File: config.mk
export PLATFORM = sky130hd
export DESIGN_NAME = f2_cpu_bus
export DESIGN_NICKNAME = d
export VERILOG_FILES = /design/src/logic/f2_bus_pkg.sv /design/src/logic/cpu_addr_decoder.sv /design/src/logic/irq_controller.sv /design/src/logic/bus_responder.sv /design/src/logic/f2_cpu_bus.sv
export SDC_FILE = /design/constraint.sdc
export NUM_CORES = 1
export LEC_CHECK = 0
export BUFFER_PORTS_ARGS = -buffer_cell sky130_fd_sc_hd__buf_2
export CAP_MARGIN = 20
export CORE_UTILIZATION = 30
export CTS_CLUSTER_DIAMETER = 50
export CTS_CLUSTER_SIZE = 28
export DETAILED_ROUTE_END_ITERATION = 12
export PLACE_DENSITY = 0.65
export SYNTH_ARGS = -nofsm -noshare
export SYNTH_HDL_FRONTEND = slang
export SYNTH_SLANG_ARGS = --single-unit
File: constraint.sdc
create_clock -name clk -period 11.07 [get_ports clk]
set_clock_uncertainty 0.1 [all_clocks]
set_input_delay 2.214 -clock clk [delete_from_list [all_inputs] [get_ports clk]]
set_output_delay 2.214 -clock clk [all_outputs]
set_load 0.02 [all_outputs]
File: src/logic/f2_bus_pkg.sv
package f2_bus_pkg;

    ////////////////////////////////////////////////////////////////////////////
    // Widths

    localparam int CPU_AW = 23;     // 68000 word address
    localparam int SDR_AW = 27;     // SDRAM byte address

    ////////////////////////////////////////////////////////////////////////////
    // Chip-select regions

    typedef enum logic [2:0] {
        REG_NONE,
        REG_ROM,
        REG_WORK,
        REG_COLOR,
        REG_IO,
        REG_SOUND,
        REG_SCREEN,
        REG_OBJECT
    } region_t;

    ////////////////////////////////////////////////////////////////////////////
    // Byte address views

    // Memory map view
    typedef struct packed {
        logic [3:0]  region;        // A23..A20
        logic [7:0]  sub;           // A19..A12
        logic [11:0] offset;
    } mem_view_t;

    // Interrupt acknowledge view, level sits on A3..A1
    typedef struct packed {
        logic [19:0] unused;
        logic [2:0]  level;
        logic        lane;          // A0, always zero
    } iack_view_t;

    typedef union packed {
        mem_view_t  mem;
        iack_view_t iack;
    } bus_addr_t;

endpackage

File: src/logic/cpu_addr_decoder.sv
`timescale 1ns/1ps

module cpu_addr_decoder
    import f2_bus_pkg::*;
(
    input  logic [CPU_AW-1:0] cpu_addr,
    input  logic [1:0]        cpu_ds_n,
    output region_t           region
);

    bus_addr_t addr;

    assign addr = {cpu_addr, 1'b0};

    ////////////////////////////////////////////////////////////////////////////
    // Region decode

    // Only decoded while a strobe is low
    always_comb begin
        region = REG_NONE;
        if (~&cpu_ds_n) begin
            priority case (addr.mem.region)
                4'h0: region = REG_ROM;
                4'h1: region = REG_WORK;
                4'h2: region = REG_COLOR;
                4'h3: begin
                    // 30xxxx and 32xxxx share the nibble
                    if (addr.mem.sub[7:4] == 4'h0) begin
                        region = REG_IO;
                    end else if (addr.mem.sub[7:4] == 4'h2) begin
                        region = REG_SOUND;
                    end else begin
                        region = REG_NONE;
                    end
                end
                4'h8: region = REG_SCREEN;
                4'h9: region = REG_OBJECT;
                default: region = REG_NONE;
            endcase
        end
    end

endmodule

File: src/logic/irq_controller.sv
`timescale 1ns/1ps

module irq_controller
    import f2_bus_pkg::*;
(
    input  logic              clk,
    input  logic              reset,

    input  logic [CPU_AW-1:0] cpu_addr,
    input  logic [1:0]        cpu_ds_n,
    input  logic [2:0]        cpu_fc,

    input  logic              vbl_n,
    input  logic              dma_n,

    output logic [2:0]        ipl_n,
    output logic              vpa_n
);

    bus_addr_t ack_addr;

    logic vbl_s, vbl_prev;
    logic dma_s, dma_prev;
    logic pend5, pend6;
    logic iack;
    logic clr5, clr6;

    assign ack_addr = {cpu_addr, 1'b0};

    assign iack  = &cpu_fc;         // FC = 7
    assign vpa_n = ~iack;           // Autovector

    assign clr5 = iack & ~cpu_ds_n[0] & (ack_addr.iack.level == 3'd5);
    assign clr6 = iack & ~cpu_ds_n[0] & (ack_addr.iack.level == 3'd6);

    ////////////////////////////////////////////////////////////////////////////
    // Edge history

    always_ff @(posedge clk) begin
        if (reset) begin
            vbl_s    <= vbl_n;      // No edge at reset release
            vbl_prev <= vbl_n;
            dma_s    <= dma_n;
            dma_prev <= dma_n;
        end else begin
            vbl_s    <= vbl_n;
            vbl_prev <= vbl_s;
            dma_s    <= dma_n;
            dma_prev <= dma_s;
        end
    end

    ////////////////////////////////////////////////////////////////////////////
    // Pending levels

    always_ff @(posedge clk) begin
        if (reset) begin
            pend5 <= 1'b0;
            pend6 <= 1'b0;
        end else begin
            if (vbl_prev & ~vbl_s) pend5 <= 1'b1;   // Falling vblank
            if (~dma_prev & dma_s) pend6 <= 1'b1;   // Rising DMA
            if (clr5) pend5 <= 1'b0;
            if (clr6) pend6 <= 1'b0;
        end
    end

    assign ipl_n = pend6 ? ~3'd6 :
                   pend5 ? ~3'd5 :
                   3'b111;

endmodule

File: src/logic/bus_responder.sv
`timescale 1ns/1ps

module bus_responder
    import f2_bus_pkg::*;
#(
    parameter logic [SDR_AW-1:0] ROM_SDR_BASE  = '0,
    parameter logic [SDR_AW-1:0] WORK_SDR_BASE = '0
) (
    input  logic              clk,
    input  logic              reset,
    input  region_t           region,
    input  logic [CPU_AW-1:0] cpu_addr,
    input  logic [1:0]        cpu_ds_n,
    input  logic              cpu_rw,
    input  logic [15:0]       cpu_data_out,

    input  logic [15:0]       sdr_q,
    input  logic              sdr_ack,
    output logic [SDR_AW-1:0] sdr_addr,
    output logic [15:0]       sdr_data,
    output logic [1:0]        sdr_be,
    output logic              sdr_rw,
    output logic              sdr_req,

    input  logic [15:0]       scn_dout,
    input  logic [15:0]       obj_dout,
    input  logic [15:0]       pri_dout,
    input  logic [7:0]        io_dout,
    input  logic [3:0]        snd_dout,

    input  logic              scn_dtack_n,
    input  logic              pri_dtack_n,
    input  logic              obj_busy,

    output logic [15:0]       cpu_data_in,
    output logic              dtack_n
);

    logic              ds_idle_q;
    logic              new_cycle;
    logic              sdr_sel;
    logic              sdr_start;
    logic              sdr_wait;
    logic [SDR_AW-1:0] byte_addr;
    logic [SDR_AW-1:0] sdr_base;

    assign new_cycle = ds_idle_q & ~&cpu_ds_n;
    assign sdr_sel   = (region == REG_ROM) || (region == REG_WORK);
    assign sdr_start = new_cycle & sdr_sel;

    assign byte_addr = {{(SDR_AW - CPU_AW - 1){1'b0}}, cpu_addr, 1'b0};
    assign sdr_base  = (region == REG_WORK) ? WORK_SDR_BASE : ROM_SDR_BASE;

    ////////////////////////////////////////////////////////////////////////////
    // SDRAM toggle request

    always_ff @(posedge clk) begin
        if (reset) begin
            ds_idle_q <= 1'b1;
            sdr_req   <= 1'b0;
        end else begin
            ds_idle_q <= &cpu_ds_n;
            if (sdr_start) sdr_req <= ~sdr_req;
        end
    end

    // Held from the toggle until ack matches
    always_ff @(posedge clk) begin
        if (sdr_start) begin
            sdr_addr <= sdr_base + byte_addr;
            sdr_data <= cpu_data_out;
            sdr_be   <= ~cpu_ds_n;
            sdr_rw   <= cpu_rw;
        end
    end

    ////////////////////////////////////////////////////////////////////////////
    // DTACK and read data

    // A request about to be issued counts as outstanding
    assign sdr_wait = (sdr_req != sdr_ack) | sdr_start;

    assign dtack_n = (&cpu_ds_n)                            // No cycle in progress
                   | sdr_wait
                   | ((region == REG_SCREEN) & scn_dtack_n)
                   | ((region == REG_COLOR)  & pri_dtack_n)
                   | ((region == REG_OBJECT) & obj_busy);   // Object RAM hold-off

    always_comb begin
        case (region)
            REG_ROM,
            REG_WORK:   cpu_data_in = sdr_q;
            REG_SCREEN: cpu_data_in = scn_dout;
            REG_OBJECT: cpu_data_in = obj_dout;
            REG_COLOR:  cpu_data_in = pri_dout;
            REG_IO:     cpu_data_in = {8'd0, io_dout};
            REG_SOUND:  cpu_data_in = {4'd0, snd_dout, 8'd0};   // D11..D8 only
            default:    cpu_data_in = 16'd0;
        endcase
    end

endmodule

File: src/logic/f2_cpu_bus.sv
`timescale 1ns/1ps

module f2_cpu_bus
    import f2_bus_pkg::*;
#(
    parameter logic [SDR_AW-1:0] ROM_SDR_BASE  = '0,
    parameter logic [SDR_AW-1:0] WORK_SDR_BASE = '0
) (
    input  logic              clk,
    input  logic              reset,

    // 68000 bus
    input  logic [CPU_AW-1:0] cpu_addr,
    input  logic [1:0]        cpu_ds_n,
    input  logic              cpu_rw,
    input  logic [2:0]        cpu_fc,
    input  logic [15:0]       cpu_data_out,
    output logic [15:0]       cpu_data_in,
    output logic              dtack_n,
    output logic [2:0]        ipl_n,
    output logic              vpa_n,

    // SDRAM port for ROM and work RAM
    output logic [SDR_AW-1:0] sdr_addr,
    output logic [15:0]       sdr_data,
    output logic [1:0]        sdr_be,
    output logic              sdr_rw,
    output logic              sdr_req,
    input  logic [15:0]       sdr_q,
    input  logic              sdr_ack,

    // Peripheral chips
    input  logic [15:0]       scn_dout,
    input  logic              scn_dtack_n,
    input  logic [15:0]       obj_dout,
    input  logic              obj_busy,
    input  logic [15:0]       pri_dout,
    input  logic              pri_dtack_n,
    input  logic [7:0]        io_dout,
    input  logic [3:0]        snd_dout,

    // Interrupt sources
    input  logic              vbl_n,
    input  logic              dma_n
);

    region_t region;

    cpu_addr_decoder u_decoder (
        .cpu_addr (cpu_addr),
        .cpu_ds_n (cpu_ds_n),
        .region   (region)
    );

    irq_controller u_irq (
        .clk      (clk),
        .reset    (reset),
        .cpu_addr (cpu_addr),
        .cpu_ds_n (cpu_ds_n),
        .cpu_fc   (cpu_fc),
        .vbl_n    (vbl_n),
        .dma_n    (dma_n),
        .ipl_n    (ipl_n),
        .vpa_n    (vpa_n)
    );

    bus_responder #(
        .ROM_SDR_BASE  (ROM_SDR_BASE),
        .WORK_SDR_BASE (WORK_SDR_BASE)
    ) u_resp (
        .clk          (clk),
        .reset        (reset),
        .region       (region),
        .cpu_addr     (cpu_addr),
        .cpu_ds_n     (cpu_ds_n),
        .cpu_rw       (cpu_rw),
        .cpu_data_out (cpu_data_out),
        .sdr_q        (sdr_q),
        .sdr_ack      (sdr_ack),
        .sdr_addr     (sdr_addr),
        .sdr_data     (sdr_data),
        .sdr_be       (sdr_be),
        .sdr_rw       (sdr_rw),
        .sdr_req      (sdr_req),
        .scn_dout     (scn_dout),
        .obj_dout     (obj_dout),
        .pri_dout     (pri_dout),
        .io_dout      (io_dout),
        .snd_dout     (snd_dout),
        .scn_dtack_n  (scn_dtack_n),
        .pri_dtack_n  (pri_dtack_n),
        .obj_busy     (obj_busy),
        .cpu_data_in  (cpu_data_in),
        .dtack_n      (dtack_n)
    );

endmodule

==> impl_metrics.csv <==
group,metric,value,unit
status,status,"finished clean",
synthesis,synth.distinct_cells,46,
drt,wl_met2,3430,µm
drt,vias_per_cell,4.70,
sta,fin_setup_tns,0,ns
setup_path,cp.required,8.76,ns
synthesis,yosys_most_used_dff,"edfxtp_1",
synthesis,synth_seq_cells,50,
sta,hold-worst-slack,0.372,ns
synthesis,async_reset_ff_share,0,%
synthesis,synthCells,180,
synthesis,synth_area_leaders,"edfxtp_1 54%, dfxtp_1 6.9%, a221o_1 3.4%",
setup_path,r2r_cells,3,
cells_and_area,syn2layout_area_growth,48.8,%
placement,gp_congestion,0.807,
setup_path,end_kind,"output pin",
synthesis,yosysSeqAreaShare,61.1,%
setup_path,arrival,4.03,ns
cts,hold_buffers,0,
drt,first_pass_iters,8,
sta,rsz0062_at_grt,"false",
floorplanning,die_area,0.00811,mm²
cts,clock-root-buffer,"clkbuf_8",
power_and_ir_drop,switching_share,22.1,%
sta,setup_viol,0,
placement,dp_cells,462,
global_routing,antenna_found_initial,0,
run,max-cap-violations,0,
power_and_ir_drop,power.switching,0.0931,mW
cells_and_area,finalNetCount,499,
setup_path,crit_fanout,16,
global_routing,gr-usage-all-layers,15.4,%
cts,worstSkewPairLatency,0.30,ns
drt,topRoutingLayerUsed,"met4",
power_and_ir_drop,p_leak,1.63,nW
sta,final-hold-violation-count,0,
cts,clk_pin_slew,0.08,ns
power_and_ir_drop,vdd_drop_max,66.2,µV
cts,postCtsSetupRepairBufs,0,
synthesis,synth_area,0.00233,mm²
sta,min_period,6.35,ns
cts,cts_tree,"built",
worst_hold_path,min_path_cells,2,
global_routing,grt_max_degree,44,
power_and_ir_drop,internal_power,0.328,mW
worst_hold_path,hp-class,"reg -> reg",
synthesis,avgSynthCellArea,12.9,µm²
floorplanning,num_rows,31,
global_routing,grt_pass1_vias,1996,
setup_path,crit_type,"in -> out",
sta,max_freq,158,MHz
drt,ant_nets,0,
placement,io_buffer_count,192,
worst_hold_path,hold_end,"u_irq.vbl_prev",
sta,max_slew.worst_pin.slew,0.933,ns
power_and_ir_drop,p_seq_share,50.0,%
placement,hpwl,5390,µm
floorplanning,coreArea,0.00737,mm²
drt,drt_wl_total,6690,µm
power_and_ir_drop,p_per_area,122,mW/mm²
global_routing,grt-ovfl-total,0,
floorplanning,initial_core_util,31.6,%
floorplanning,boundaryPins,197,
sta,fin_crit_sh,57.3,%
power_and_ir_drop,finalPower,0.421,mW
drt,m1WireLength,2790,µm
cts,cts-buffers-inserted,5,
power_and_ir_drop,pwr-share-comb,15.3,%
cells_and_area,antenna_cells,0,
sta,finalMaxSlewViolations,0,
setup_path,r2r_slack,9.36,ns
setup_path,rr_endpoint,"u_resp.sdr_data[0]",
cts,cts_htree_levels,2,
drt,drt-initial-drc-count,79,
worst_hold_path,hp-start,"u_irq.vbl_s",
power_and_ir_drop,pwr-share-clk,34.7,%
synthesis,yosysTopAreaCell,"edfxtp_1",
global_routing,grt_pass1_wl,9950,µm
drt,routed-wl-met3,384,µm
floorplanning,die_h,90.1,µm
cts,clk_path_buf_depth,2,
cts,cts_resized,0,
setup_path,r2r_start,"u_resp.ds_idle_q",
drt,wl_per_cell,14.2,µm
drt,num_vias,2207,
cts,cts_sinks,50,
synthesis,synth_edf_count,42,
setup_path,start_kind,"primary input",
drt,drc,0,
synthesis,ys.warnings.count,0,
floorplanning,die_x,90.1,µm
synthesis,yosysTopAreaCellShare,54.2,%
cells_and_area,finalNonFillerCells,470,
sta,relSlewSlack,37.6,%
cells_and_area,drive_above_1_share,58.2,%
## worst max-delay path by stage
stage            startpoint               to  slack, ns  depth (start not counted)
2_1_floorplan  cpu_addr[20]          dtack_n       1.63                          4
3_3_place_gp   cpu_addr[21]  cpu_data_in[10]       4.74                          6
6_report       cpu_addr[21]  cpu_data_in[11]       4.72                          6
5_1_grt        cpu_addr[21]   cpu_data_in[5]       4.49                          6
3_5_place_dp   cpu_addr[21]  cpu_data_in[11]       4.70                          6
4_1_cts        cpu_addr[21]  cpu_data_in[11]       4.71                          6
## power groups by stage
stage               Sequential (mW)  Clock (mW)  Combinational (mW)
floorplan                     0.219           0              0.0277
global placement              0.215           0              0.0632
detailed placement            0.215           0              0.0644
CTS                           0.211       0.149              0.0647
global route                  0.211       0.156              0.0699
finish                        0.211       0.146              0.0644
## worst max-delay path, stage by stage
cell and delay (ns):
buf_2 0.17, a21oi_2 0.30, nor3b_2 0.83, a221o_1 0.27, a221o_1 0.10, buf_2 0.15
## cell usage after synthesis (all sizes together), types with 2 or more instances
library cell,count
nor3,2
nor3b,3
a21oi,4
nand3,13
a311oi,2
o21ai,6
nand2,8
nor2,4
a22oi,5
buf,13
o2111ai,5
nor4,2
a221o,8
a222oi,7
inv,18
dfxtp,8
edfxtp,42
and3,6
nand4,7
## metrics by stage
step,setup WS (ns),area [µm²],util (%)
after detailed placement,4.70,3330,45.2
after global placement,4.74,3330,45.2
after CTS,4.71,3460,47.0
after global routing,4.49,3460,47.0
after floorplan,1.63,2340,-
final,4.72,3460,47.0
## sequential cells by signal, indices dropped and copies added, names as in the netlist
register / flops
u_resp.sdr_addr: 23
u_resp.sdr_data: 16
u_resp.sdr_be: 2
u_irq.dma_prev: 1
u_irq.dma_s: 1
u_irq.pend5: 1
u_irq.pend6: 1
u_irq.vbl_prev: 1
u_irq.vbl_s: 1
u_resp.ds_idle_q: 1
u_resp.sdr_req: 1
u_resp.sdr_rw: 1
## metal layers
metal  vias to the layer above  global-route usage (%)
li1                       1081                       -
met1                      1032                    19.6
met2                        83                    25.5
met3                        11                    3.89
met4                         0                    5.11
met5                         -                       0
## area by class of cell
| cell class | instances | area (µm²) |
|---|---|---|
| Fill cell | 729 | 3910 |
| Sequential cell | 50 | 1420 |
| Timing Repair Buffer | 193 | 968 |
| Multi-Input combinational cell | 102 | 748 |
| Tap cell | 99 | 124 |
| Clock buffer | 5 | 68.8 |
| Inverter | 18 | 67.6 |
| Clock inverter | 3 | 63.8 |
## cells in the final DEF, fill, tap and decap left out, types with 2 or more instances in the layout
cell type  count
nor3b_1        2
dfxtp_1        8
a311oi_1       2
bufinv_16      2
o2111ai_1      5
and3_2         4
a22oi_1        5
edfxtp_1      42
nand3_1       13
a21oi_1        3
nor2_1         3
buf_2        192
clkbuf_8       5
conb_1         4
a221o_1        8
inv_1         18
nand4_1        7
a222oi_1       7
nand2_1        8
o21ai_1        4
o21ai_0        2
## logic make-up after synthesis
| logic type | share of synthesized area [%] |
|---|---|
| flip-flops | 61.1 |
| XOR/XNOR | 0.753 |
| multiplexers | 0.484 |
| AO/OA/AOI/OAI | 14.8 |
| buffers and inverters | 7.48 |
| other | 0.161 |
| AND/OR/NAND/NOR | 15.2 |
No activity file was read; power rests on OpenSTA's default activity.
